--- src/rtl/ooo_cfg.svh ---
`ifndef OOO_CFG_SVH
`define OOO_CFG_SVH

// Station depth, also the reset value of each credit counter
`define OOO_RS_DEPTH 4
`define OOO_ADD_LAT  1
`define OOO_MUL_LAT  3
`define OOO_DIV_LAT  8
`define OOO_BR_LAT   1
`define OOO_XLEN     32
`define OOO_TAG_W    8
`define OOO_CREDIT_W 3

`endif

--- src/rtl/cdb_arbiter.sv ---
module cdb_arbiter (
    input  logic       clk,
    input  logic       reset,
    input  logic [3:0] cdb_req,
    output logic [3:0] cdb_gnt
);
    logic [1:0] ptr;
    logic [1:0] idx;
    logic [1:0] winner;
    logic       found;

    // Scan from the priority pointer, first requester wins
    always_comb begin
        cdb_gnt = '0;
        found   = 1'b0;
        winner  = ptr;
        idx     = ptr;
        for (int i = 0; i < 4; i++) begin
            idx = ptr + 2'(i);
            if (!found && cdb_req[idx]) begin
                cdb_gnt[idx] = 1'b1;
                found        = 1'b1;
                winner       = idx;
            end
        end
    end

    always_ff @(posedge clk) begin
        if (reset) begin
            ptr <= 2'd0;
        end else if (found) begin
            // last winner drops to lowest priority
            ptr <= winner + 2'd1;
        end
    end

endmodule

--- config.mk ---
export PLATFORM = sky130hd
export DESIGN_NAME = cdb_arbiter
export DESIGN_NICKNAME = d
export VERILOG_FILES = /design/src/rtl/ooo_cfg.svh /design/src/rtl/cdb_arbiter.sv
export SDC_FILE = /design/constraint.sdc
export NUM_CORES = 1
export LEC_CHECK = 0
export ABC_AREA = 1
export BUFFER_PORTS_ARGS = -buffer_cell sky130_fd_sc_hd__buf_2
export CAP_MARGIN = 10
export CORE_AREA = 2 2 39 41
export DETAILED_ROUTE_END_ITERATION = 16
export DIE_AREA = 0 0 41 43
export PLACE_DENSITY = 0.79
export REMOVE_ABC_BUFFERS = 1
export SETUP_SLACK_MARGIN = 0.15
export SLEW_MARGIN = 0
export SYNTH_ARGS = -nofsm -noshare
export SYNTH_HDL_FRONTEND = slang
export SYNTH_SLANG_ARGS = --single-unit
export TNS_END_PERCENT = 10
--- constraint.sdc ---
create_clock -name clk -period 2.34 [get_ports clk]
set_input_delay 0.351 -clock clk [delete_from_list [all_inputs] [get_ports clk]]
set_output_delay 0.351 -clock clk [all_outputs]
set_load 0.005 [all_outputs]
Yosys cells after proc, flatten, opt, wreduce, memory -nomap -nowiden
Cells that the tools add are included.
Widths: inputs -> output; s select.
{"block": "op_classes", "n_addsub": 4, "order_cmp": 8, "n_mux": 27, "n_bitwise": 3, "n_reduce_logical": 10}
{"op": "$mux 4", "n": 4}
{"op": "$lt 2x3->1 const B", "n": 4}
{"op": "$mux 1", "n": 12}
{"op": "$or 4x4->4", "n": 3}
{"op": "$bmux 1 s2", "n": 4}
{"op": "$demux 1 s2", "n": 4}
{"op": "$ge 2x1->1 const B", "n": 4}
{"op": "$logic_and 1x1->1", "n": 7}
{"op": "$mux 2", "n": 3}
{"op": "$add 2x1->2 const B", "n": 2}
{"op": "$add 2x2->2 const B", "n": 2}
{"op": "$logic_not 1->1", "n": 3}
{"block": "word_totals", "ff_bits": 2, "in_bits": 6, "output_inout_bits": 4, "elab_cells": 53}

Longest topological paths before layout
Gate-level depths: netlist of run 1.
{"block": "logic_depth", "depth_word": 13, "ltp_mapped": 16, "mapped_depth_nobuf": 15}

Worst setup path before layout of run 1
Ideal clock, no wire load.
{"block": "synth_timing", "kind": "register to output", "from": "register ptr[1]", "to": "output cdb_gnt[2]", "arrival_time_ps": 1751, "t_required_ps": 1989, "slack_ps": 238, "path_stages_with_launch": 10, "cell_sequence": "dfxtp_1 -> inv_2 -> ha_1 -> inv_1 -> nand3_1 -> nand2_2 -> nand3_2 -> nor2_2 -> a221oi_1 -> o21ai_0"}
{"block": "synth_via", "elab_chain_cells": 12, "word_cells_on_any_way": 47}
{"element": "start, declared", "line_no": "cdb_arbiter.sv:7", "source": "logic [1:0] ptr;"}
{"element": "start signal, assigned", "line_no": "cdb_arbiter.sv:33", "source": "ptr <= winner + 2'd1;"}
{"element": "parallel branches: the longest is 11 deep, another holds $lt 2x3->1"}
{"element": "$mux 4 *", "line_no": "cdb_arbiter.sv:20", "source": "if (!found && cdb_req[idx]) begin"}
{"element": "end, declared", "line_no": "cdb_arbiter.sv:5", "source": "output logic [3:0] cdb_gnt"}
Every way passes the cells marked *. The select of a mux whose other input is x is not followed.

Worst setup path in the final report of run 1
{"block": "layout_timing", "from": "register ptr[0]", "to": "output cdb_gnt[2]"}
The elaborated chain is that of the path after synthesis.

==> run metrics, run 1 <==
Setup crit end kind output pin; Top Registers ptr (2); period utilization 90.5%; Worst EP arrival 1770 ps; post-synth top area share 19.0%; flops & latches, synth 2; Critical-path top delay cell dfxtp_4; clk_skew 0.146 ps; WHS Endpoint ptr[1]; vias in the first global route 614; ys flop type dfxtp_1; Largest Register ptr; Area Growth Syn to Fin 33.5%; largest net degree at the start of global routing 13; Largest register FFs 2; drt total wl 1800 um; Comb pwr share 89.2%; leakage dissipation 0.000445 uW; boundary pin count 10; crit start category register; worst reg2reg path depth 15; worst skew pair latency 220 ps; Sw Share between 50% and 60%; Placer Congestion ~0.91; DR vias 753; max_cap viols 0; Final min period 2120 ps; htree depth 1; R2R setup slack about 440 ps; CTS Buf Count 3; Switch Pwr 755 uW; Setup TNS 0 ps; iteration count of the initial detailed-routing pass 4; asr flop ratio synth 0%; nets roughly 140; worst path required time 1990 ps; first-pass GRT wire length roughly 2500 um; crit-path cells inv_8 -> ha_4 -> inv_2 -> nand3_2 -> nand2_4 -> nand3_4 -> nor2_2 -> a221oi_2 -> o21ai_1 -> buf_2; origin of the critical flop-to-flop path ptr[0]; dpl hpwl 1160 um; antenna cells 0; part of the Yosys area used for sequential elements 6.34%; post-synth top area cell nand2_1; slew margin rel. a little under nine tenths; Final Hold Vio Count 0; syn_area_per_cell 6.08 sq um; setup violators final 0; peak supply drop 0.705 mV; GR Util All Layers 20.0%; CTS tree built; RSZ-0062 raised after global routing no; number of flops mapped to enable cells by yosys 0; Pwr Total 1350 uW; Unique masters post-synth 21; port bufs 9; CTS clk-pin slew, worst paths 30 ps; Hold Crit Class input pin to register; RR Endpoint ptr[1]; layout cells sized above 1 39.8%; Worst Setup Path Type register to output pin; global route overflow 0; Hold Crit Start reset; DRC viols 0; Seq pwr share 5.3%; Starting DRT DRC Count 23; Post-Syn Area 632 sq um; Clk pwr share 5.4%; Pint 597 uW; clock buffer depth 2; antenna violations before repair 0; root buf cell clkbuf_4; DR vias/cell 5.42; PwrDens roughly 1600 nW/um^2; Post-Synthesis Cells 104; core area 1380 sq um; Die H 43 um; Post-DRT Antenna Nets 0; die area 1760 sq um; Hold Path Cell Cnt 4; Die W 41 um; TritonCTS Sinks 2; top-count cell post-synth nand2_1; # hold bufs at CTS 0; Worst Tran Pin Value 217 ps; critical path peak fanout 5; FMAX 0.472 GHz; Starting Density approximately 46%; final slew viol count 0; YS warnings 0; status completed; num rows 14; synth cell count leaders nand2_1 (32), nand3_1 (16), inv_1 (11), nand2_2 (7), ha_1 (6); critical path's largest stage delay 370 ps; post-DR wirelength/cell 12.9 um; main area contributors after synthesis nand2_1 (19%), nand3_1 (13%), ha_1 (12%)
==> cells in the final DEF (no fill, tap or decap), types with 2 or more instances in the layout <==
cell and n:
nand2_4 2, o21ai_1 2, nor2_2 2, clkbuf_4 3, nand3_2 4, buf_4 7
nor2_1 3, a21oi_1 4, inv_1 9, nand3_4 2, o21ai_0 3, nand2_2 6
buf_2 9, ha_1 5, nand2_1 32, nand3_1 14, inv_2 4
==> stage by stage <==
stage | util [%] | setup WS, ps | cell area [sq um] | hold WS (ps) | cells
after detailed placement | 49.2 | 155 | 681 | 609 | 129
after global placement | 49.2 | 236 | 681 | 604 | 129
final | 60.9 | 223 | 843 | 379 | 139
after global routing | 60.9 | 155 | 843 | 410 | 139
after CTS | 54.3 | 168 | 752 | 380 | 135
after floorplan | - | 219 | 601 | 486 | 102
==> logic make-up (layout without fill, tap and decap cells) <==
group                    count (synthesis)  after routing  synth area share, %
AND/OR/NAND/NOR                         67             67                 55.6
buffers and inverters                   16             35                 14.1
AO/OA/AOI/OAI                           13             13                 12.1
adder cells (fa/ha/maj)                  6              6                 11.9
flip-flops                               2              2                 6.34
==> worst max-delay path: cells and delay by family (launching register included) <==
kind                       cells  cell delay [ps]
and+or+nand+nor                4              320
buffers and inverters          3              230
DFF                            1              370
AOI/OAI and AO/OA              2              330
adders and majority gates      1              280
==> timing repair <==
item,CTS,global route
pin swaps,1,6
buffers inserted,3,4
resized for setup,4,14
setup endpoints to repair,4,4
==> layout make-up <==
| class | instances | area (sq um) |
|---|---|---|
| timing repair buffer | 18 | 129 |
| inverter | 14 | 60.1 |
| sequential | 2 | 45.0 |
| fill | 129 | 541 |
| clock buffer | 3 | 22.5 |
| tap | 16 | 20.0 |
| multi-input combinational | 86 | 567 |
==> power groups by stage <==
stage / combinational [uW] / sequential, uW / clock [uW]
after floorplan: 671 / 86.5 / 0
after global placement: 872 / 62.6 / 0
after detailed placement: 895 / 63.3 / 0
after CTS: 1020 / 64.5 / 77.2
after global routing: 1320 / 74.1 / 76.7
final: 1210 / 72.1 / 73.4
==> worst max path at each step <==
stage,startpoint,endpoint,slack (ps),depth (start not counted)
2_1_floorplan,ptr[0],cdb_gnt[2],220,9
3_3_place_gp,ptr[0],cdb_gnt[2],240,10
3_5_place_dp,ptr[0],cdb_gnt[2],160,10
4_1_cts,ptr[0],cdb_gnt[2],170,10
5_1_grt,ptr[0],cdb_gnt[2],150,10
6_report,ptr[0],cdb_gnt[2],220,10
==> per-layer routing <==
layer	vias to the layer above	GRT usage, %	part of all wire [%]
li1	385	-	-
met1	343	27.2	43
met2	25	29.4	53
met3	0	2.09	3.5
met4	0	11.3	0
met5	-	0	0
No activity file was read; power rests on OpenSTA's default activity.
==> run 2, diff against run 1 <==
--- a/config.mk
+++ b/config.mk
@@ -8,13 +8,14 @@
 export ABC_AREA = 1
 export BUFFER_PORTS_ARGS = -buffer_cell sky130_fd_sc_hd__buf_2
 export CAP_MARGIN = 10
-export CORE_AREA = 2 2 39 41
+export CORE_AREA = 5 5 42 44
 export DETAILED_ROUTE_END_ITERATION = 16
-export DIE_AREA = 0 0 41 43
+export DIE_AREA = 0 0 47 49
 export PLACE_DENSITY = 0.79
 export REMOVE_ABC_BUFFERS = 1
 export SETUP_SLACK_MARGIN = 0.15
-export SLEW_MARGIN = 0
+export SKIP_LAST_GASP = 1
+export SLEW_MARGIN = 20
 export SYNTH_ARGS = -nofsm -noshare
 export SYNTH_HDL_FRONTEND = slang
 export SYNTH_SLANG_ARGS = --single-unit
==> run 2 against run 1 <==
Net effect: die area up 31%; first-iteration DRC count up 13%; final cell count down 4.3%; largest cell class unchanged; highest routed layer is now met4.
==> run metrics, run 2 (synthesis results as in run 1) <==
Area Growth Syn to Fin 21.2%; Starting Density 45.1% (-0.57 points); drt total wl 1700 um (-5.7%); crit start category register; RSZ-0062 raised after global routing yes; num rows 14 (unchanged); # hold bufs at CTS 0 (unchanged); DRC viols 0 (unchanged); antenna cells 0 (unchanged); clk_skew 3.34 ps (+3.20 ps); final slew viol count 0 (unchanged); Final min period 2150 ps (+33.5 ps); root buf cell clkbuf_4; Die W 47 um (+15%); vias in the first global route 670 (+9.1%); Comb pwr share 88.0% (-1.2 points); Seq pwr share 5.9% (+0.6 points); Setup TNS 0 ps (unchanged); Worst Setup Path Type register to output pin; htree depth 1 (unchanged); Worst EP arrival 1800 ps (+30 ps); CTS Buf Count 3 (unchanged); Final Util 54.6% (-6.3 points); Largest Register ptr; layout cells sized above 1 35.9% (-3.9 points); Setup crit end kind output pin; core area 1400 sq um (+1.3%); most common cell after layout, fill and taps aside nand2_1; Final Hold Vio Count 0 (unchanged); port bufs 9 (unchanged); Largest register FFs 2 (unchanged); iteration count of the initial detailed-routing pass 4 (unchanged); clock buffer depth 2 (unchanged); worst path required time 1990 ps (about the same); GR Util All Layers 14.7% (-5.4 points); DR vias/cell 5.62 (+3.7%); slew margin rel. 85.3% (-0.23 points); max_cap viols 0 (unchanged); Starting DRT DRC Count 26 (+13%); post-DR wirelength/cell 12.8 um (-1.5%); die area 2300 sq um (+31%); boundary pin count 10 (unchanged); Sw Share 59.9% (+4.1 points); Pint 479 uW (-20%); antenna violations before repair 0 (unchanged); Worst Tran Pin Value 220 ps (+3.14 ps); Clk pwr share 6.1% (+0.7 points); PwrDens 1560 nW/um^2 (-2.7%); leakage dissipation 0.000408 uW (-8.4%); CTS clk-pin slew, worst paths 30 ps (about the same); period utilization 91.9% (+1.4 points); dpl hpwl 1210 um (+4.3%); Placer Congestion 0.863 (-5.0%); worst skew pair latency 220 ps (about the same); critical path peak fanout 10 (+5); largest net degree at the start of global routing 13 (unchanged); commonest non-fill, non-tap cells in the layout nand2_1 (32), nand3_1 (15), inv_1 (10), buf_2 (9), nand2_2 (6); global route overflow 0 (unchanged); Die H 49 um (+14%); nets 131 (-4.4%); setup violators final 0 (unchanged); Pwr Total 1190 uW (-12%); Top Registers ptr (2); Hold Crit Class input pin to register; DR vias 747 (-0.80%); FMAX 0.465 GHz (-1.6%); status completed; Post-DRT Antenna Nets 0 (unchanged); TritonCTS Sinks 2 (unchanged); first-pass GRT wire length 2680 um (+6.6%); Switch Pwr 716 uW (-5.2%); CTS tree built; peak supply drop 0.654 mV (-7.3%)
run 2: critical path, cell delays in order (launching register included):
cell and delay, ps:
dfxtp_4 350, inv_6 60, ha_4 300, inv_2 60, nand3_1 110, nand2_2 110
inv_1 90, nor2_2 60, a221oi_2 210, o21ai_1 100, buf_2 130
run 2: repair_timing:
item                                    4_1_cts  5_1_grt
cloned                                        0        0
endpoints found under the setup margin        4        4
pin swaps                                     2        1
setup buffers                                 1        0
resized for setup                             7        6
run 2: power groups by stage:
| stage | clock, uW | sequential, uW | combinational, uW |
|---|---|---|---|
| CTS | 73.5 | 68.6 | 973 |
| finish | 72.6 | 71.0 | 1050 |
| detailed placement | 0 | 64.4 | 906 |
| global route | 78.1 | 72.6 | 1160 |
| floorplan | 0 | 86.5 | 671 |
| global placement | 0 | 63.1 | 879 |
run 2: area by class of cell:
class	count	area [sq um]
repair buffers	12	67.6
flip-flops and latches	2	45.0
well taps	16	20.0
multi-input cells	86	551
fillers	138	636
clock buffers	3	22.5
inverters	14	60.1
run 2: metal layers:
layer / track usage [%] / wire [um] / vias up
met4: 2.30 / 43 / 0
li1: - / - / 372
met2: 24.7 / 880 / 34
met5: 0 / 0 / -
met3: 2.95 / 88 / 8
met1: 19.0 / 684 / 333
run 2: path summary, 6_finish.rpt:
check | slack [ps] | startpoint | to | cells past startpoint
worst max-delay path | 190 | ptr[0] | cdb_gnt[2] | 10
worst min-delay path | 410 | reset | ptr[1] | 4
worst max register to register | 450 | ptr[0] | ptr[1] | 13
worst min register to register | 700 | ptr[0] | ptr[0] | 4
run 2: metrics by stage:
stage	setup slack, ps	instances	instance area (sq um)	hold slack [ps]
finish	189	133	766	407
global route	141	133	766	419
CTS	116	133	742	388
detailed placement	133	129	681	615
global placement	235	129	681	602
floorplan	219	102	601	486
