[src/rtl/ooo_cfg.svh]
`ifndef OOO_CFG_SVH
`define OOO_CFG_SVH

// Station depth, also the reset value of each credit counter
`define OOO_RS_DEPTH 4
`define OOO_ADD_LAT  1
`define OOO_MUL_LAT  3
`define OOO_DIV_LAT  8
`define OOO_BR_LAT   1
`define OOO_XLEN     32
`define OOO_TAG_W    8
`define OOO_CREDIT_W 3

`endif

[src/rtl/ooo_pkg.sv]
package ooo_pkg;

    // RV32 major opcodes, zero is used as NOP
    typedef enum logic [6:0] {
        OPC_NOP    = 7'b0000000,
        OPC_OP     = 7'b0110011,
        OPC_OP_IMM = 7'b0010011,
        OPC_LUI    = 7'b0110111,
        OPC_JAL    = 7'b1101111,
        OPC_JALR   = 7'b1100111,
        OPC_BRANCH = 7'b1100011
    } opcode_e;

    // Execution unit kind, doubles as index into per-unit buses
    typedef enum logic [1:0] {
        UNIT_ADD = 2'd0,
        UNIT_MUL = 2'd1,
        UNIT_DIV = 2'd2,
        UNIT_BR  = 2'd3
    } unit_e;

endpackage

[src/rtl/dispatch_decoder.sv]
`include "ooo_cfg.svh"

module dispatch_decoder (
    input  logic                      clk,
    input  logic                      reset,
    input  logic                      in_valid,
    input  ooo_pkg::opcode_e          in_opcode,
    input  logic [2:0]                in_func3,
    input  logic [6:0]                in_funct7,
    input  logic [`OOO_XLEN-1:0]      in_pc,
    input  logic [`OOO_XLEN-1:0]      in_op1,
    input  logic [`OOO_XLEN-1:0]      in_op2,
    input  logic [`OOO_XLEN-1:0]      in_imm,
    input  logic [`OOO_TAG_W-1:0]     in_tag,
    input  logic                      in_pred_taken,
    output logic                      in_ready,
    output logic [3:0]                rs_push,
    output ooo_pkg::opcode_e          rs_opcode [4],
    output logic [2:0]                rs_func3 [4],
    output logic [6:0]                rs_funct7 [4],
    output logic [`OOO_XLEN-1:0]      rs_pc [4],
    output logic [`OOO_XLEN-1:0]      rs_op1 [4],
    output logic [`OOO_XLEN-1:0]      rs_op2 [4],
    output logic [`OOO_XLEN-1:0]      rs_imm [4],
    output logic [`OOO_TAG_W-1:0]     rs_tag [4],
    output logic [3:0]                rs_pred_taken,
    input  logic [3:0]                rs_credit
);
    import ooo_pkg::*;

    localparam int CW = `OOO_CREDIT_W;

    unit_e         target;
    logic          is_nop;
    logic [3:0]    push_now;
    logic [CW-1:0] credit_cnt [4];

    // Routing by opcode, funct7 and func3
    always_comb begin
        target = UNIT_ADD;
        is_nop = 1'b0;
        case (in_opcode)
            OPC_NOP: is_nop = 1'b1;
            OPC_OP: begin
                if (in_funct7 == 7'b0000001 && in_func3 == 3'b000) begin
                    target = UNIT_MUL;
                end else if (in_funct7 == 7'b0000001 &&
                             (in_func3 == 3'b100 || in_func3 == 3'b110)) begin
                    target = UNIT_DIV;
                end
            end
            OPC_JAL, OPC_JALR, OPC_BRANCH: target = UNIT_BR;
            default: target = UNIT_ADD;
        endcase
    end

    assign in_ready = is_nop || (credit_cnt[target] != '0);

    always_comb begin
        for (int u = 0; u < 4; u++) begin
            push_now[u] = in_valid && in_ready && !is_nop && (target == unit_e'(u));
        end
    end

    always_ff @(posedge clk) begin
        if (reset) begin
            rs_push <= '0;
            for (int u = 0; u < 4; u++) begin
                credit_cnt[u] <= CW'(`OOO_RS_DEPTH);
            end
        end else begin
            rs_push <= push_now;
            // Push and credit in one cycle cancel out
            for (int u = 0; u < 4; u++) begin
                credit_cnt[u] <= credit_cnt[u] - CW'(push_now[u]) + CW'(rs_credit[u]);
            end
        end
    end

    always_ff @(posedge clk) begin
        for (int u = 0; u < 4; u++) begin
            if (push_now[u]) begin
                rs_opcode[u]     <= in_opcode;
                rs_func3[u]      <= in_func3;
                rs_funct7[u]     <= in_funct7;
                rs_pc[u]         <= in_pc;
                rs_op1[u]        <= in_op1;
                rs_op2[u]        <= in_op2;
                rs_imm[u]        <= in_imm;
                rs_tag[u]        <= in_tag;
                rs_pred_taken[u] <= in_pred_taken;
            end
        end
    end

endmodule

[config.mk]
export PLATFORM = sky130hd
export DESIGN_NAME = dispatch_decoder
export DESIGN_NICKNAME = d
export VERILOG_FILES = /design/src/rtl/ooo_pkg.sv /design/src/rtl/dispatch_decoder.sv
export VERILOG_INCLUDE_DIRS = /design/src /design/src/rtl
export SDC_FILE = /design/constraint.sdc
export NUM_CORES = 1
export LEC_CHECK = 0
export ABC_AREA = 0
export BUFFER_PORTS_ARGS = -buffer_cell sky130_fd_sc_hd__buf_4
export CORE_AREA = 2 2 302 304
export CTS_CLUSTER_SIZE = 12
export DETAILED_ROUTE_END_ITERATION = 10
export DIE_AREA = 0 0 304 306
export HOLD_SLACK_MARGIN = 0.1
export PLACE_DENSITY_LB_ADDON = 0.15
export SYNTH_ARGS = -nofsm -noshare
export SYNTH_HDL_FRONTEND = slang
export SYNTH_SLANG_ARGS = --single-unit
[constraint.sdc]
create_clock -name clk -period 22.7 [get_ports clk]
set_input_delay 1.135 -clock clk [delete_from_list [all_inputs] [get_ports clk]]
set_output_delay 1.135 -clock clk [all_outputs]
set_load 0.005 [all_outputs]
# Word level (Yosys, flattened, before mapping)
# Memory sizes are Yosys's and may differ from the RTL's.
# Index checks and enable logic that the tools add are counted.
dict set report totals {
  latchBits 0
  romBits 0
  inputBits 161
  ff_bits 620
  ram_bits 12
  memories 1
  wordCells 87
}
dict set report op_classes {
  shifts 0
  multipliers 0
  order_cmp 0
  eq_ne 10
  n_div 0
  reduce_logical 16
  addsub 8
  n_bitwise 4
  mux 11
}
# memory depth word_bits read_ports rd_clocked_by_memory_dff wr line
set mem_list {}
lappend mem_list {credit_cnt 4 3 5 0 4 dispatch_decoder.sv:36} ;# logic [CW-1:0] credit_cnt [4];
# cell n
set op_table {}
lappend op_table {{7-bit == test (second input constant)} 3}
lappend op_table {{3-bit by 1-bit adder with 3-bit output} 4}
lappend op_table {{3-bit 2-to-1 mux} 4}
lappend op_table {{3-bit by 1-bit subtractor with 3-bit output} 4}
lappend op_table {{1-bit logical AND} 8}
lappend op_table {{7-bit by 1-bit == test with 1-bit output (second input constant)} 1}
lappend op_table {{7-bit by 6-bit == test with 1-bit output (second input constant)} 1}
lappend op_table {{7-bit logical NOT} 1}
lappend op_table {{3-bit == test (second input constant)} 2}
lappend op_table {{2-bit == test (second input constant)} 2}
lappend op_table {{1-bit 2-to-1 mux} 4}
lappend op_table {{2-bit 2-to-1 mux} 2}
lappend op_table {{1-bit OR} 4}
lappend op_table {{2-bit one-hot mux with 2 select lines} 1}
lappend op_table {{3-bit logical NOT} 1}
lappend op_table {{3-bit nonzero test} 1}
lappend op_table {{3-bit OR reduction} 1}
lappend op_table {{2-bit by 1-bit == test with 1-bit output (second input constant)} 1}
lappend op_table {{2-bit logical NOT} 1}
lappend op_table {{1-bit logical OR} 2}
lappend op_table {{1-bit logical NOT} 1}

# Depth between registers and ports, before layout
# An unclocked memory read counts as a cell.
dict set report logic_depth {
  depth_word 15
  depth_mapped 11
  depth_no_buf 11
}

# Least setup slack after synthesis
# OpenSTA, ideal clock, no wires.
dict set report synth_timing {
  kind {input -> register}
  startpoint {input in_funct7[2]}
  endpoint {memory credit_cnt[3][1] in the netlist's numbering}
  t_arrival_ps 18951
  required_time_ps 22586
  path_slack_ps 3636
  path_buffers 0
  path_stages 9
  path_cell_list {nor4b_2 > and4b_1 > a31oi_2 > nor4_1 > ha_1 > inv_1 > ha_1 > fa_1 > nor2b_1}
}
# item line
set synth_lines {}
lappend synth_lines {{from (decl)} dispatch_decoder.sv:9} ;# input logic [6:0] in_funct7,
lappend synth_lines {{to (decl)} dispatch_decoder.sv:36}

# Final worst setup path
dict set report layout_timing {
  startpoint {input in_funct7[1]}
  endpoint {register rs_op1[85] in the netlist's numbering, enable pin}
}
dict set report layout_between {
  elab_chain_len 11
  elab_cells_between_ends 13
}
# item line
set layout_rtl {}
lappend layout_rtl {{7-bit by 1-bit == test with 1-bit output (*)} {dispatch_decoder.sv:45, dispatch_decoder.sv:47}}
lappend layout_rtl {{1-bit logical AND} dispatch_decoder.sv:47} ;# end else if (in_funct7 == 7'b0000001 &&
lappend layout_rtl {{2-bit 2-to-1 mux} dispatch_decoder.sv:47}
lappend layout_rtl {{2-bit 2-to-1 mux (*)} dispatch_decoder.sv:45} ;# if (in_funct7 == 7'b0000001 && in_func3 == 3'b000) begin
lappend layout_rtl {{2-bit one-hot mux with 2 select lines (*)} dispatch_decoder.sv:42} ;# case (in_opcode)
lappend layout_rtl {{memory 4 x 3 bit} n/a}
lappend layout_rtl {{3-bit nonzero test} dispatch_decoder.sv:57} ;# assign in_ready = is_nop || (credit_cnt[target] != '0);
lappend layout_rtl {{1-bit logical OR} dispatch_decoder.sv:57}
lappend layout_rtl {{1-bit logical AND (2 in a row)} dispatch_decoder.sv:61} ;# push_now[u] = in_valid && in_ready && !is_nop && (target == unit_e'(u));
lappend layout_rtl {{1-bit logical AND (*)} dispatch_decoder.sv:61}
lappend layout_rtl {{named net push_now[1]} dispatch_decoder.sv:35} ;# logic [3:0] push_now;
lappend layout_rtl {{to (signal, indexed assignment)} dispatch_decoder.sv:87} ;# rs_op1[u] <= in_op1;
lappend layout_rtl {{to (decl)} dispatch_decoder.sv:22} ;# output logic [`OOO_XLEN-1:0] rs_op1 [4],
# The timed path passes the listed nets; every way through them passes the cells marked *.
# A chain may end at the register's enable or synchronous reset.

==> flow_summary_export.csv <==
group,metric,value,unit
status,status,"finished clean",
timing,hold_viol,0,
die,die_y,306,um
worst_setup_path,setup.worst_path.start,"in_funct7[1]",
worst_setup_path,r2r_end,"rs_op1[21]",
cells_and_area,final_nets,1758,
worst_setup_path,r2r_cells,6,
routing,dr_total_vias,10500,
timing,drv_slew,0,
clock_network,cts.sinks,632,
clock_network,numCtsBuffers,75,
timing,worstMarginPinSlew,981,ps
die,die_w,304,um
global_routing,grt_pass1_vias,10900,
routing,ant_nets,0,
routing,drt-initial-drc-count,529,
synth,synth_most_common_cell,"edfxtp_1",
place,port_buffers,781,
routing,first_pass_iters,4,
cells_and_area,syn_to_final_growth,50.6,%
synth,ys_warn_count,0,
clock_network,path_clk_slew,60,ps
pwr,power_leakage,11.0,nW
place,hpwl,44.7,mm
clock_network,post_cts_resized,0,
timing,rsz0062_at_grt,"no",
timing,fin_crit_sh,0.181,
timing,fmax,0.243,GHz
pwr,p_per_area,91.4,mW/mm^2
synth,synth_edf_count,616,
routing,via_per_inst,3.72,
worst_setup_path,crit_fanout,57,
timing,setup_viol,0,
synth,syn_avg_cell_area,27.1,sq um
synth,synth-seq-cells,632,
synth,synth_nets,891,
clock_network,cts_hold_buf,0,
clock_network,clk_latency,620,ps
die,fp-row-count,110,
synth,ys_types,28,
hold_path,holdCritPathClass,"reg2reg",
timing,finalClockSkew,15.4,ps
synth,ys_dominant_reg_cell,"edfxtp_1",
routing,drc,0,
cells_and_area,drive_gt1_frac,0.551,
worst_setup_path,crit_arrival,4340,ps
clock_network,cts_tree,"done",
clock_network,cts_buffer_depth,3,
synth,synth_top_area_frac,0.949,
synth,yosysSeqAreaShare,0.966,
clock_network,h-tree-depth,3,
synth,synth.largest_area_cell,"edfxtp_1",
global_routing,antenna_found_initial,3,
synth,synth_commonest_cells,"616 x edfxtp_1, 19 x inv_1, 16 x dfxtp_1",
timing,max_slew_margin,0.346,
place,place_congestion,0.750,
pwr,vdd_ir_drop_max,49.1,uV
timing,fin_setup_tns,0,ps
synth,async_flop_share,0,
worst_setup_path,cp-start-kind,"input pin",
cells_and_area,fin_util,0.327,
routing,wl,62.4,mm
worst_setup_path,endpoint,"rs_op1[85]",
die,num_io_pins,782,
worst_setup_path,r2r_slack,19390,ps
synth,syn_area,0.0195,sq mm
global_routing,grt_start_max_net_pins,107,
synth,yosys-top-cells-area,"edfxtp_1 95%, dfxtp_1 1.6%, ha_1 0.51%, fa_1 0.41%, inv_1 0.37%",
worst_setup_path,end_kind,"flop",
die,initial_utilization,0.217,
run,maxCapViolCount,0,
global_routing,grt_remaining_overflow,0,
worst_setup_path,worstSetupPathType,"in2reg",
worst_setup_path,r2r-start,"credit_cnt[3][1]",
timing,min_period,4110,ps
worst_setup_path,required,22930,ps
clock_network,cts_root_buf,"clkbuf_16",
routing,wl_per_cell,22.1,um
global_routing,track_usage,0.130,
die,die-area,0.0930,sq mm
global_routing,grt_pass1_wl,86.3,mm
die,core_area,0.0896,sq mm
synth,syn_inst,718,
clock_network,cts_setup_buffers,0,
layer usage:
layer  vias to the layer above  wire (um)  global-route usage
met5                         -         34                   0
li1                       4627          -                   -
met2                       461      34200               0.240
met3                        85       5690              0.0586
met1                      5311      21000               0.129
met4                         6       1420              0.0411
kinds of logic after synthesis:
family,count (synthesis),synth area share
compound gates,7,0.00430
flops,632,0.966
buf+inv,20,0.00385
simple gates,39,0.0131
fa+ha+maj,12,0.00925
xor+xnor,8,0.00360
cells in the final DEF (no fill, tap or decap), types with 7 or more instances in the layout:
master     netlist  layout
edfxtp_1       616     616
clkbuf_16        0      79
ha_1             8       8
xnor2_1          8       8
dfxtp_1         16      16
clkbuf_1         1      19
nor2b_1          8       8
inv_1           19      19
clkinv_1         0      13
clkinv_2         0       7
buf_4            0     789
metrics by stage:
| stage | worst slack (ps) | cells | hold WS (ps) | total power [mW] | area, sq um |
|---|---|---|---|---|---|
| 3_3_place_gp | 17870 | 2684 | 508 | 1.54 | 26900 |
| 3_5_place_dp | 17810 | 2684 | 533 | 1.55 | 26900 |
| 6_report | 18590 | 2818 | 547 | 2.68 | 29300 |
| 2_1_floorplan | 3640 | 718 | 491 | 1.43 | 19500 |
| 4_1_cts | 18480 | 2817 | 552 | 2.73 | 29300 |
| 5_1_grt | 18370 | 2817 | 573 | 2.79 | 29300 |
how the worst min path moves through the flow:
| stage | start | endpoint | slack [ps] | depth (start not counted) |
|---|---|---|---|---|
| 3_3_place_gp | credit_cnt[1][1] | credit_cnt[1][2] | 510 | 2 |
| 2_1_floorplan | credit_cnt[0][1] | credit_cnt[0][2] | 490 | 2 |
| 6_report | credit_cnt[1][1] | credit_cnt[1][2] | 550 | 2 |
| 4_1_cts | credit_cnt[1][1] | credit_cnt[1][2] | 550 | 2 |
| 3_5_place_dp | credit_cnt[3][1] | credit_cnt[3][2] | 530 | 2 |
| 5_1_grt | credit_cnt[1][1] | credit_cnt[1][2] | 570 | 2 |
power breakdown:
part | total, mW | leakage [nW] | switching [mW] | internal (mW)
combinational | 0.163 | 4.07 | 0.0871 | 0.0759
clock | 1.17 | 1.16 | 0.459 | 0.709
sequential | 1.35 | 5.77 | 0.0151 | 1.34
sequential cells by signal (all words and copies together), names as in the netlist:
signal	count
rs_pc	128
rs_opcode	28
rs_push	4
rs_imm	128
rs_op1	128
rs_pred_taken	4
rs_funct7	28
rs_func3	12
credit_cnt	12
rs_tag	32
rs_op2	128
worst max-delay path: stages:
cell	delay, ps
buf_4	130
nor3b_1	550
and4b_1	340
nand3_1	180
nor3_2	260
buf_4	770
buf_4	810
layout make-up:
class	count	area, sq um
clock buffers	100	2080
clock inverters	33	323
flip-flops and latches	632	18800
well taps	1176	1470
repair buffers	791	5960
inverters	19	71.3
diodes	1	2.50
multi-input cells	66	618
fillers	8657	60300
Power figures use the tool's default switching activity.
