### src/rtl/ooo_cfg.svh
`ifndef OOO_CFG_SVH
`define OOO_CFG_SVH

// Station depth, also the reset value of each credit counter
`define OOO_RS_DEPTH 4
`define OOO_ADD_LAT  1
`define OOO_MUL_LAT  3
`define OOO_DIV_LAT  8
`define OOO_BR_LAT   1
`define OOO_XLEN     32
`define OOO_TAG_W    8
`define OOO_CREDIT_W 3

`endif

### src/rtl/ooo_pkg.sv
package ooo_pkg;

    // RV32 major opcodes, zero is used as NOP
    typedef enum logic [6:0] {
        OPC_NOP    = 7'b0000000,
        OPC_OP     = 7'b0110011,
        OPC_OP_IMM = 7'b0010011,
        OPC_LUI    = 7'b0110111,
        OPC_JAL    = 7'b1101111,
        OPC_JALR   = 7'b1100111,
        OPC_BRANCH = 7'b1100011
    } opcode_e;

    // Execution unit kind, doubles as index into per-unit buses
    typedef enum logic [1:0] {
        UNIT_ADD = 2'd0,
        UNIT_MUL = 2'd1,
        UNIT_DIV = 2'd2,
        UNIT_BR  = 2'd3
    } unit_e;

endpackage

### src/rtl/reservation_station.sv
`include "ooo_cfg.svh"

module reservation_station #(
    parameter ooo_pkg::unit_e unit_kind = ooo_pkg::UNIT_ADD
) (
    input  logic                  clk,
    input  logic                  reset,
    input  logic                  rs_push,
    input  ooo_pkg::opcode_e      rs_opcode,
    input  logic [2:0]            rs_func3,
    input  logic [6:0]            rs_funct7,
    input  logic [`OOO_XLEN-1:0]  rs_pc,
    input  logic [`OOO_XLEN-1:0]  rs_op1,
    input  logic [`OOO_XLEN-1:0]  rs_op2,
    input  logic [`OOO_XLEN-1:0]  rs_imm,
    input  logic [`OOO_TAG_W-1:0] rs_tag,
    input  logic                  rs_pred_taken,
    output logic                  rs_credit,
    input  logic                  busy,
    output logic                  iss_valid,
    output ooo_pkg::opcode_e      iss_opcode,
    output logic [2:0]            iss_func3,
    output logic [6:0]            iss_funct7,
    output logic [`OOO_XLEN-1:0]  iss_pc,
    output logic [`OOO_XLEN-1:0]  iss_op1,
    output logic [`OOO_XLEN-1:0]  iss_op2,
    output logic [`OOO_XLEN-1:0]  iss_imm,
    output logic [`OOO_TAG_W-1:0] iss_tag,
    output logic                  iss_pred_taken
);
    import ooo_pkg::*;

    localparam int DEPTH = `OOO_RS_DEPTH;
    localparam int PTR_W = $clog2(DEPTH);
    localparam int CNT_W = $clog2(DEPTH + 1);

    opcode_e               q_opcode [DEPTH];
    logic [2:0]            q_func3 [DEPTH];
    logic [6:0]            q_funct7 [DEPTH];
    logic [`OOO_XLEN-1:0]  q_pc [DEPTH];
    logic [`OOO_XLEN-1:0]  q_op1 [DEPTH];
    logic [`OOO_XLEN-1:0]  q_op2 [DEPTH];
    logic [`OOO_XLEN-1:0]  q_imm [DEPTH];
    logic [`OOO_TAG_W-1:0] q_tag [DEPTH];
    logic                  q_pred [DEPTH];
    logic [PTR_W-1:0]      head;
    logic [PTR_W-1:0]      tail;
    logic [CNT_W-1:0]      count;

    function automatic logic [PTR_W-1:0] next_ptr(input logic [PTR_W-1:0] ptr);
        return (ptr == PTR_W'(DEPTH - 1)) ? '0 : ptr + 1'b1;
    endfunction

    // Head goes out whenever the unit is free
    assign iss_valid = (count != '0) && !busy;
    assign rs_credit = iss_valid;

    always_ff @(posedge clk) begin
        if (reset) begin
            head  <= '0;
            tail  <= '0;
            count <= '0;
        end else begin
            if (rs_push) begin
                tail <= next_ptr(tail);
            end
            if (iss_valid) begin
                head <= next_ptr(head);
            end
            count <= count + CNT_W'(rs_push) - CNT_W'(iss_valid);
        end
    end

    always_ff @(posedge clk) begin
        if (rs_push) begin
            q_opcode[tail] <= rs_opcode;
            q_func3[tail]  <= rs_func3;
            q_funct7[tail] <= rs_funct7;
            q_op1[tail]    <= rs_op1;
            q_op2[tail]    <= rs_op2;
            q_imm[tail]    <= rs_imm;
            q_tag[tail]    <= rs_tag;
            // Only branches need pc and the prediction
            q_pc[tail]     <= (unit_kind == UNIT_BR) ? rs_pc : '0;
            q_pred[tail]   <= (unit_kind == UNIT_BR) ? rs_pred_taken : 1'b0;
        end
    end

    assign iss_opcode     = q_opcode[head];
    assign iss_func3      = q_func3[head];
    assign iss_funct7     = q_funct7[head];
    assign iss_pc         = q_pc[head];
    assign iss_op1        = q_op1[head];
    assign iss_op2        = q_op2[head];
    assign iss_imm        = q_imm[head];
    assign iss_tag        = q_tag[head];
    assign iss_pred_taken = q_pred[head];

endmodule

### config.mk
export PLATFORM = sky130hd
export DESIGN_NAME = reservation_station
export DESIGN_NICKNAME = d
export VERILOG_FILES = /design/src/rtl/ooo_pkg.sv /design/src/rtl/reservation_station.sv
export VERILOG_INCLUDE_DIRS = /design/src /design/src/rtl
export SDC_FILE = /design/constraint.sdc
export NUM_CORES = 1
export LEC_CHECK = 0
export BUFFER_PORTS_ARGS = -buffer_cell sky130_fd_sc_hd__buf_4
export CAP_MARGIN = 20
export CORE_ASPECT_RATIO = 2
export CORE_MARGIN = 2
export CORE_UTILIZATION = 35
export DETAILED_ROUTE_END_ITERATION = 6
export MAX_ROUTING_LAYER = met4
export PLACE_DENSITY = 0.63
export SLEW_MARGIN = 20
export SYNTH_ARGS = -nofsm -noshare
export SYNTH_HDL_FRONTEND = slang
export SYNTH_SLANG_ARGS = --single-unit
### constraint.sdc
create_clock -name clk -period 8.55 [get_ports clk]
set_input_delay 1.71 -clock clk [delete_from_list [all_inputs] [get_ports clk]]
set_output_delay 1.71 -clock clk [all_outputs]
set_load 0.01 [all_outputs]
### Word level (Yosys, flattened, before mapping)

Memories as Yosys holds them, arrays and structs flattened. A register that Yosys moved wholly into a read port is not among the register bits.
Index checks and enable logic that the tools add are counted.

| storage, ports and cells | value |
|---|---|
| output and inout bits | 156 |
| register bits after elaboration | 7 |
| memories kept | 7 |
| memory bits (writable) | 484 |
| input port bits | 158 |
| word-level logic and storage cells | 37 |

Memories:

| memory | words | width | rd ports | clocked after memory_dff | write ports | RTL line | source |
|---|---|---|---|---|---|---|---|
| q_imm | 4 | 32 | 1 | 1 | 1 | reservation_station.sv:43 | `` logic [`OOO_XLEN-1:0] q_imm [DEPTH]; `` |
| q_op1 | 4 | 32 | 1 | 1 | 1 | reservation_station.sv:41 | `` logic [`OOO_XLEN-1:0] q_op1 [DEPTH]; `` |
| q_op2 | 4 | 32 | 1 | 1 | 1 | reservation_station.sv:42 | `` logic [`OOO_XLEN-1:0] q_op2 [DEPTH]; `` |
| q_tag | 4 | 8 | 1 | 1 | 1 | reservation_station.sv:44 | `` logic [`OOO_TAG_W-1:0] q_tag [DEPTH]; `` |
| q_funct7 | 4 | 7 | 1 | 1 | 1 | reservation_station.sv:39 | `logic [6:0] q_funct7 [DEPTH];` |
| q_opcode | 4 | 7 | 1 | 1 | 1 | reservation_station.sv:37 | `opcode_e q_opcode [DEPTH];` |
| +1 memories | - | - | - | - | - | - |  |

| cells by class | value |
|---|---|
| equality and inequality tests | 2 |
| reduce and logical (&&, ||, !) cells | 3 |
| muxes and demuxes | 18 |
| $add $sub $neg | 4 |

Operators by type and width:

| operator | count |
|---|---|
| two-way mux 2 bit | 16 |
| adder 2 x 1 -> 2 bit (second input constant) | 2 |
| equality test 2 bit (second input constant) | 2 |
| adder 3 x 1 -> 3 bit | 1 |
| nonzero test 3 bit | 1 |
| subtractor 3 x 1 -> 3 bit | 1 |
| two-way mux 1 bit | 2 |
| logical AND 1 bit | 1 |
| logical NOT 1 bit | 1 |

### Depth between registers and ports, before layout

Gate-level depths: netlist of the first run.

| logic depth | value |
|---|---|
| depth after elaboration | 4 |
| gate-level depth with buffers | 9 |
| depth with buffers taken out | 9 |

### Worst setup path before layout of the first run

Ideal clock, no wire load.

| timing | value |
|---|---|
| path kind | input to register |
| start | in rs_push |
| end | mem q_func3[0][0], enable pin |
| stages | 1 |
| library setup time | 494 ps |
| path slack | 3569 ps |
| data arrival time | 4487 ps |
| data required time | 8056 ps |
| buffers on the path | 0 |
| cell sequence | and2_1 |

| on the way | value |
|---|---|
| cells in the longest elaborated chain, start to end | 2 |

Ends and longest elaborated chain:

| item | RTL line | source |
|---|---|---|
| start: declaration | reservation_station.sv:8 | `input logic rs_push,` |
| two-way mux 1 bit | reservation_station.sv:75 | `if (rs_push) begin` |
| two-way mux 1 bit | - |  |
| end: declaration | reservation_station.sv:38 | `logic [2:0] q_func3 [DEPTH];` |

Every way passes these cells.

==> flow_summary.yaml, run 1 <==
outcome:
  status: "finished, final reports clean"
detailed_routing:
  first_iter_violations: 497
  ant_nets: 0
  totalWireLength_um: 35800
  drc: 0
  num_vias: 8035
  via_per_inst: 4.76
  dr.pass1.iters: 4
  routedWlPerCell_um: 21.2
worst_setup_path:
  crit_top_cell: "buf_4"
  reg2reg_slack_ns: 5.68
  critPathRequiredTime_ns: 6.84
  end_kind: "output port"
  crit_path_max_fanout: 43
  cp-start-kind: "register"
  cp_top_family: "buffers and inverters"
  cp_num_buf_inv: 2
  worstPathCellList: "buf_4 -> mux4_2 -> buf_4"
  cpPeakStageDelay_ns: 0.90
  cpMaxStageDelayCell: "dfxtp_4"
  worstPathArrival_ns: 3.14
  path_class: "reg2out"
timing:
  worst_pin_slew_ns: 0.933
  fin_tns_setup_ns: 0
  finalHoldViolCount: 0
  finalSetupViolCount: 0
  fin_crit_sh_pct: 56.7
  finalCriticalPeriod_ns: 4.85
  fmax_ghz: 0.206
  skew_ns: 0.0131
  slew_headroom_pct: 37.8
  rsz0062_at_grt: "false"
  drv_slew: 0
placement:
  place.gp.congestion: 0.702
  portBuffers: 247
  place_hpwl_um: 21500
  dp.cells: 1603
yosys:
  ys_seq_area_share_pct: 80.5
  async_reset_ff_share_pct: 0
  synthFlopType: "edfxtp_1"
  synth.distinct_cells: 24
  synth_seq_cells: 493
  ys_warn_count: 0
  synth_area_per_cell_um2: 25.6
  synth_area_um2: 18300
  synth-edff-count: 484
  synth_cells: 714
cts:
  cts_setup_buffers: 0
  cts_made_buffers: 44
  path_clk_slew_ns: 0.06
  clock_sinks: 493
  cts_tree: "built"
  htree_levels: 2
  clk_path_buf_depth: 3
  cts_resized: 0
  cts-root-buf: "clkbuf_16"
  hold_buffers: 0
  insertion_delay_ns: 0.56
floorplanning:
  core_um2: 51700
  io_pins: 314
  rows: 118
  start_util_pct: 35.4
  die_x_um: 166
  die_h_um: 327
  die_area_um2: 54200
cells_and_area:
  area_growth_syn_to_layout_pct: 20.9
  nets: 1154
  layout_commonest_cell: "edfxtp_1"
  drive_above_1_share_pct: 43.9
  layout_common_cells: "edfxtp_1, buf_4, mux4_2"
  fin_cells: 1687
flow_run:
  drv_cap: 0
power:
  power.leakage_nw: 7.35
  power.density_nw_per_um2: 260
  vdd_drop_max_v: 0.000196
min_path:
  hold_path_class: "reg2reg"
global_routing:
  grt_use_total_pct: 13.5
  antenna_found_initial: 7
  grt_start_max_net_pins: 56
  grt_pass1_wl_um: 52100
  grt_pass1_vias: 8608
  grt_overflow: 0
-- report_power, final --
part | switching, W | internal [W]
Clock | 0.000828 | 0.00108
Combinational | 0.000462 | 0.000534
Sequential | 0.0000675 | 0.00278
Total | 0.00136 | 0.00440
-- cells by family after synthesis --
| logic type | after synthesis | synth area share (%) |
|---|---|---|
| buf+inv | 65 | 3.09 |
| fa+ha+maj | 7 | 0.521 |
| flops | 493 | 80.5 |
| mux | 125 | 15.1 |
| simple gates | 18 | 0.521 |
| other cells | 1 | 0.0205 |
| xor+xnor | 1 | 0.0480 |
| compound gates | 4 | 0.123 |
-- layer usage --
| layer | wire length [um] | GRT usage [%] | part of all wire (%) | vias up |
|---|---|---|---|---|
| li1 | - | - | - | 3527 |
| met1 | 12900 | 14.4 | 36 | 4188 |
| met2 | 19400 | 23.6 | 54 | 255 |
| met3 | 2220 | 2.90 | 6.2 | 65 |
| met4 | 1280 | 6.02 | 3.6 | 0 |
| met5 | 0 | - | 0 | - |
-- metrics by stage --
step	total power (W)	hold WS [ns]	cell area (um2)	setup WS [ns]	util, %
after floorplan	0.00353	0.476	18400	3.57	-
after global placement	0.00391	0.490	20600	4.07	39.9
after detailed placement	0.00393	0.508	20700	4.08	40.0
after CTS	0.00586	0.519	22100	3.48	42.7
after global routing	0.00600	0.530	22100	3.36	42.7
final	0.00575	0.513	22100	3.70	42.7
-- final cells by class --
class | count | area, um2
diodes | 7 | 17.5
fillers | 4469 | 29600
multi-input cells | 188 | 3120
flip-flops and latches | 493 | 14700
clock inverters | 25 | 235
well taps | 660 | 826
repair buffers | 259 | 2000
clock buffers | 52 | 1150
inverters | 3 | 11.3
-- synth_stat cells (3+ instances only) --
| cell type | instances | area share, % |
|---|---|---|
| mux2i_1 | 4 | 0.22 |
| buf_2 | 9 | 0.25 |
| nor2_1 | 6 | 0.12 |
| ha_1 | 6 | 0.41 |
| mux4_2 | 121 | 15 |
| buf_12 | 10 | 1.1 |
| nor3_1 | 3 | 0.082 |
| inv_1 | 3 | 0.062 |
| dfxtp_1 | 9 | 0.99 |
| buf_1 | 3 | 0.062 |
| edfxtp_1 | 484 | 80 |
| and2_1 | 5 | 0.17 |
| buf_4 | 37 | 1.5 |
-- worst register-to-register path: cells and delay by family, from the launching register on --
family                   cells  cell delay [ns]
buffers and inverters        3             1.57
flip-flops                   1             0.35
AND/OR/NAND/NOR              1             0.34
adder cells (fa/ha/maj)      1             0.15
-- state kept, by name (all words and copies together), names as in the netlist, named ones only --
name / count
tail: 2
q_opcode: 28
head: 2
q_op2: 128
q_imm: 128
q_func3: 12
count: 3
q_op1: 128
q_funct7: 28
q_tag: 32
-- path summary, 6_finish.rpt --
kind	startpoint	endpoint	depth (start not counted)
setup reg to reg	tail[0]$_SDFFE_PP0P_	q_imm[2][13]$_DFFE_PP_	5
hold / removal	count[2]$_SDFF_PP0_	count[2]$_SDFF_PP0_	2
setup / recovery	register	iss_op2[16]	3
hold reg to reg	count[2]$_SDFF_PP0_	count[2]$_SDFF_PP0_	2
No activity file was read; power rests on OpenSTA's default activity.
==> run 2: changes to the inputs <==
==> constraint.sdc (replaced) <==
create_clock -name clk -period 4.88 [get_ports clk]
set_input_delay 0.976 -clock clk [delete_from_list [all_inputs] [get_ports clk]]
set_output_delay 0.976 -clock clk [all_outputs]
set_load 0.01 [all_outputs]
==> run 2 against run 1 <==
Net effect: sequential power rose by 75%; global-route usage rose by 0.23 points; via count decreased by 0.26%; power grew 74%; clock power increased by 70%; critical path depth unchanged; sequential share of layout area up 0.060 points; register-to-register slack got worse by 2.9 ns; hold slack got worse by 0.0032 ns; sequential cell count is the same; largest power group unchanged; highest routed layer unchanged.
==> flow_summary.yaml, run 2 (synthesized netlist as in run 1, its figures left out) <==
cts:
  path_clk_slew_ns: 0.06
  clock_sinks: 493
  cts_resized: 0
  hold_buffers: 0
  cts_setup_buffers: 0
  htree_levels: 2
  cts_made_buffers: 43
  cts-root-buf: "clkbuf_16"
  insertion_delay_ns: 0.55
  clk_path_buf_depth: 3
  cts_tree: "built"
detailed_routing:
  num_vias: 8014
  via_per_inst: 4.75
  dr.pass1.iters: 4
  routedWlPerCell_um: 21.3
  drc: 0
  ant_nets: 0
  first_iter_violations: 546
  totalWireLength_um: 36000
power:
  power.leakage_nw: 7.34
  power.density_nw_per_um2: 453
  vdd_drop_max_v: 0.000337
floorplanning:
  start_util_pct: 35.4
  die_x_um: 166
  die_area_um2: 54200
  core_um2: 51700
  io_pins: 314
  rows: 118
  die_h_um: 327
cells_and_area:
  layout_common_cells: "edfxtp_1, buf_4, mux4_2"
  final_util_pct: 42.7
  drive_above_1_share_pct: 43.8
  top_regs: "q_imm: 128 flops, q_op1: 128 flops, q_op2: 128 flops"
  area_growth_syn_to_layout_pct: 20.8
  nets: 1155
  layout_commonest_cell: "edfxtp_1"
  regArea_um2: 14700
  multi_input_area_um2: 3120
  fillers: 4486
global_routing:
  grt_use_total_pct: 13.7
  grt_pass1_vias: 8678
  grt_start_max_net_pins: 67
  grt_pass1_wl_um: 53200
  grt_overflow: 0
  antenna_found_initial: 5
timing:
  slew_headroom_pct: 39.3
  fin_tns_setup_ns: 0
  finalCriticalPeriod_ns: 3.43
  skew_ns: 0.0109
  drv_slew: 0
  fin_crit_sh_pct: 70.2
  finalSetupViolCount: 0
  rsz0062_at_grt: "false"
  worst_pin_slew_ns: 0.910
  finalHoldViolCount: 0
  fmax_ghz: 0.292
worst_setup_path:
  path_class: "reg2out"
  critPathRequiredTime_ns: 3.90
  r2r_start: "tail[0]$_SDFFE_PP0P_"
  crit_path_max_fanout: 52
  end_kind: "output port"
  cp-start-kind: "register"
  worstPathArrival_ns: 2.45
placement:
  portBuffers: 247
  place.gp.congestion: 0.694
  place_hpwl_um: 22300
min_path:
  holdCritStartpoint: "head[1]$_SDFFE_PP0P_"
  hold_path_class: "reg2reg"
flow_run:
  drv_cap: 0
outcome:
  status: "finished, final reports clean"
## run 2: changes by cell type in the layout (fill, tap and decap cells not counted), sizes merged
cell      before  now
clkinv        16   19
buf          259  261
bufinv         4    2
diode          7    5
inv            6    4
clkbuf        52   53
clkinvlp       2    3
## run 2: metal layers
layer | wire length [um] | up-vias | GRT usage (%) | part of all wire [%]
met5 | 0 | - | - | 0
met4 | 1060 | 0 | 5.10 | 2.9
met3 | 2080 | 51 | 2.79 | 5.8
met2 | 20100 | 232 | 24.8 | 56
met1 | 12800 | 4204 | 14.5 | 35
li1 | - | 3527 | - | -
## run 2: area by class of cell
| class | instances | area share [%] |
|---|---|---|
| diodes | 5 | 0.0567 |
| clock buffers | 53 | 5.24 |
| clock inverters | 25 | 0.788 |
| inverters | 3 | 0.0510 |
| multi-input cells | 188 | 14.1 |
| flip-flops and latches | 493 | 66.7 |
| well taps | 660 | 3.74 |
| repair buffers | 261 | 9.28 |
## run 2: path summary, 6_finish.rpt
path / end / cells after the start / slack [ns]
worst max-delay path: iss_op1[5] / 3 / 1.45
worst min-delay path: register / 2 / 0.51
worst min register to register: register / 2 / 0.51
worst max register to register: q_op1[3][20]$_DFFE_PP_ / 3 / 2.78
## run 2: critical path: stages (launching register included)
cell and delay [ns]:
dfxtp_4 0.94, buf_12 0.33, mux4_2 0.39, buf_4 0.16
## run 2: per-stage QoR
stage               hold slack (ns)  instance area [um2]  worst slack (ns)  instances  total power, W
floorplan                     0.476                18400             0.633        746         0.00618
global route                  0.552                22100              1.30       1688          0.0104
global placement              0.483                20700              1.95       1605         0.00688
finish                        0.510                22100              1.45       1688         0.00999
CTS                           0.520                22100              1.34       1683          0.0102
detailed placement            0.505                20700              1.96       1605         0.00691
## run 2: power breakdown
| group | internal, W | switching, W | total [W] |
|---|---|---|---|
| combinational | 0.000955 | 0.000838 | 0.00179 |
| sequential | 0.00486 | 0.0000955 | 0.00496 |
| clock | 0.00179 | 0.00144 | 0.00324 |
| total | 0.00761 | 0.00238 | 0.00999 |
==> run 3: changes to the inputs <==
--- a/config.mk
+++ b/config.mk
@@ -13,7 +13,7 @@
 export CORE_UTILIZATION = 35
 export DETAILED_ROUTE_END_ITERATION = 6
 export MAX_ROUTING_LAYER = met4
-export PLACE_DENSITY = 0.63
+export PLACE_DENSITY = 0.65
 export SLEW_MARGIN = 20
 export SYNTH_ARGS = -nofsm -noshare
 export SYNTH_HDL_FRONTEND = slang
==> constraint.sdc (replaced) <==
create_clock -name clk -period 3.1 [get_ports clk]
set_input_delay 0.62 -clock clk [delete_from_list [all_inputs] [get_ports clk]]
set_output_delay 0.62 -clock clk [all_outputs]
set_load 0.01 [all_outputs]
==> run 3 against run 2 <==
Net effect: register-to-register slack got worse by 1.7 ns; clock power rose by 61%; global-route usage shrank 0.26 points; cell count up 0.18%; cell area increased by 0.60%; routed wire length shrank 1.7%; sequential power rose by 57%; non-clock buffer count grew 1; combinational power increased by 61%; worst setup slack lost 1.1 ns; critical path depth did not move; first-iteration DRC count down 0.37%; highest routed layer unchanged.
==> flow_summary.yaml, run 3 (synthesized netlist as in run 1, its figures left out) <==
worst_setup_path:
  cp-start-kind: "register"
  crit_end: "iss_op2[18]"
  end_kind: "output port"
  path_class: "reg2out"
  crit_path_max_fanout: 35
  reg2reg_depth: 9
  cp_top_family: "flip-flops"
  r2r_start: "count[1]$_SDFF_PP0_"
  timing.rr.end: "count[2]$_SDFF_PP0_"
  cp.depth: 3
  cp_num_buf_inv: 2
  cpPeakStageDelay_ns: 0.70
  worstPathCellList: "buf_12 -> mux4_2 -> buf_4"
  critPathRequiredTime_ns: 2.48
  cpMaxStageDelayCell: "dfxtp_4"
  reg2reg_slack_ns: 1.10
  worstPathArrival_ns: 2.14
cells_and_area:
  top_regs: "q_imm: 128 flops, q_op1: 128 flops, q_op2: 128 flops"
  layout_commonest_cell: "edfxtp_1"
  area_growth_syn_to_layout_pct: 21.5
  fin_cells: 1691
  final_util_pct: 43.0
  layout_common_cells: "edfxtp_1, buf_4, mux4_2"
  drive_above_1_share_pct: 44.4
  nets: 1156
  fillers: 4440
cts:
  cts-root-buf: "clkbuf_16"
  path_clk_slew_ns: 0.07
  cts_resized: 0
  insertion_delay_ns: 0.55
  clock_sinks: 493
  hold_buffers: 0
  cts_setup_buffers: 0
  cts_tree: "built"
  htree_levels: 2
  clk_path_buf_depth: 3
  cts_made_buffers: 43
placement:
  portBuffers: 247
  place.gp.congestion: 0.701
  dp.cells: 1606
  place_hpwl_um: 21700
floorplanning:
  die_h_um: 327
  core_um2: 51700
  rows: 118
  start_util_pct: 35.4
  die_area_um2: 54200
  io_pins: 314
  die_x_um: 166
power:
  vdd_drop_max_v: 0.000524
  power.density_nw_per_um2: 715
  report.power.total_w: 0.0159
  power.leakage_nw: 7.37
detailed_routing:
  dr.pass1.iters: 4
  routedWlPerCell_um: 20.9
  num_vias: 8000
  totalWireLength_um: 35300
  via_per_inst: 4.73
  drc: 0
  ant_nets: 0
  first_iter_violations: 544
global_routing:
  grt_start_max_net_pins: 88
  grt_pass1_wl_um: 52200
  grt_use_total_pct: 13.4
  antenna_found_initial: 8
  grt_overflow: 0
  grt_pass1_vias: 8654
timing:
  drv_slew: 0
  worst_pin_slew_ns: 0.637
  finalSetupViolCount: 0
  finalHoldViolCount: 0
  rsz0062_at_grt: "false"
  slew_headroom_pct: 57.6
  fin_tns_setup_ns: 0
  finalCriticalPeriod_ns: 2.76
  fmax_ghz: 0.362
  skew_ns: 0.00881
  fin_crit_sh_pct: 89.1
outcome:
  status: "finished, final reports clean"
flow_run:
  drv_cap: 0
min_path:
  hold_path_class: "in2reg"
  holdCritStartpoint: "rs_imm[24]"
run 3: worst min path at each step:
stage	cells after the start	slack [ns]	end
6_report	1	0.26	q_imm[1][24]$_DFFE_PP_
5_1_grt	1	0.23	q_imm[2][23]$_DFFE_PP_
4_1_cts	1	0.21	q_imm[1][24]$_DFFE_PP_
3_5_place_dp	2	0.50	head[1]$_SDFFE_PP0P_
3_3_place_gp	2	0.49	head[1]$_SDFFE_PP0P_
2_1_floorplan	2	0.48	register
run 3: power breakdown:
part	switching, W	total [W]	internal (W)	leakage, nW
combinational	0.00136	0.00289	0.00153	2.19
clock	0.00230	0.00522	0.00291	0.659
sequential	0.000114	0.00777	0.00766	4.52
run 3: final cells by class:
class                           count  area, um2  share of cell area [%]
Multi-Input combinational cell    188       3120                    14.1
Timing Repair Buffer              262       2130                    9.59
Sequential cell                   493      14700                    66.3
Inverter                            3       11.3                  0.0507
Tap cell                          660        826                    3.72
Antenna cell                        8       20.0                  0.0902
Clock buffer                       51       1150                    5.17
Clock inverter                     26        224                    1.01
run 3: metrics by stage:
step           cell area [um2]  hold slack [ns]  worst slack (ns)
2_1_floorplan            18400            0.476             0.547
3_3_place_gp             20800            0.490             0.818
3_5_place_dp             20800            0.501             0.822
4_1_cts                  22200            0.214             0.253
5_1_grt                  22200            0.234             0.237
6_report                 22200            0.265             0.339
run 3: metal layers:
layer	part of all wire (%)	wire, um	global-route usage [%]	vias to the layer above
met2	55	19300	24.2	257
met5	0	0	-	-
li1	-	-	-	3526
met3	6.3	2210	3.10	62
met1	35	12500	13.8	4155
met4	3.7	1320	5.68	0
run 3: worst reg2reg max path: stages (launching register included):
cell	delay, ns
dfxtp_1	0.41
nor3_1	0.11
nor3_1	0.25
a21o_1	0.13
ha_1	0.13
inv_1	0.05
fa_1	0.41
xor2_1	0.16
and2_1	0.16
nor3_1	0.12
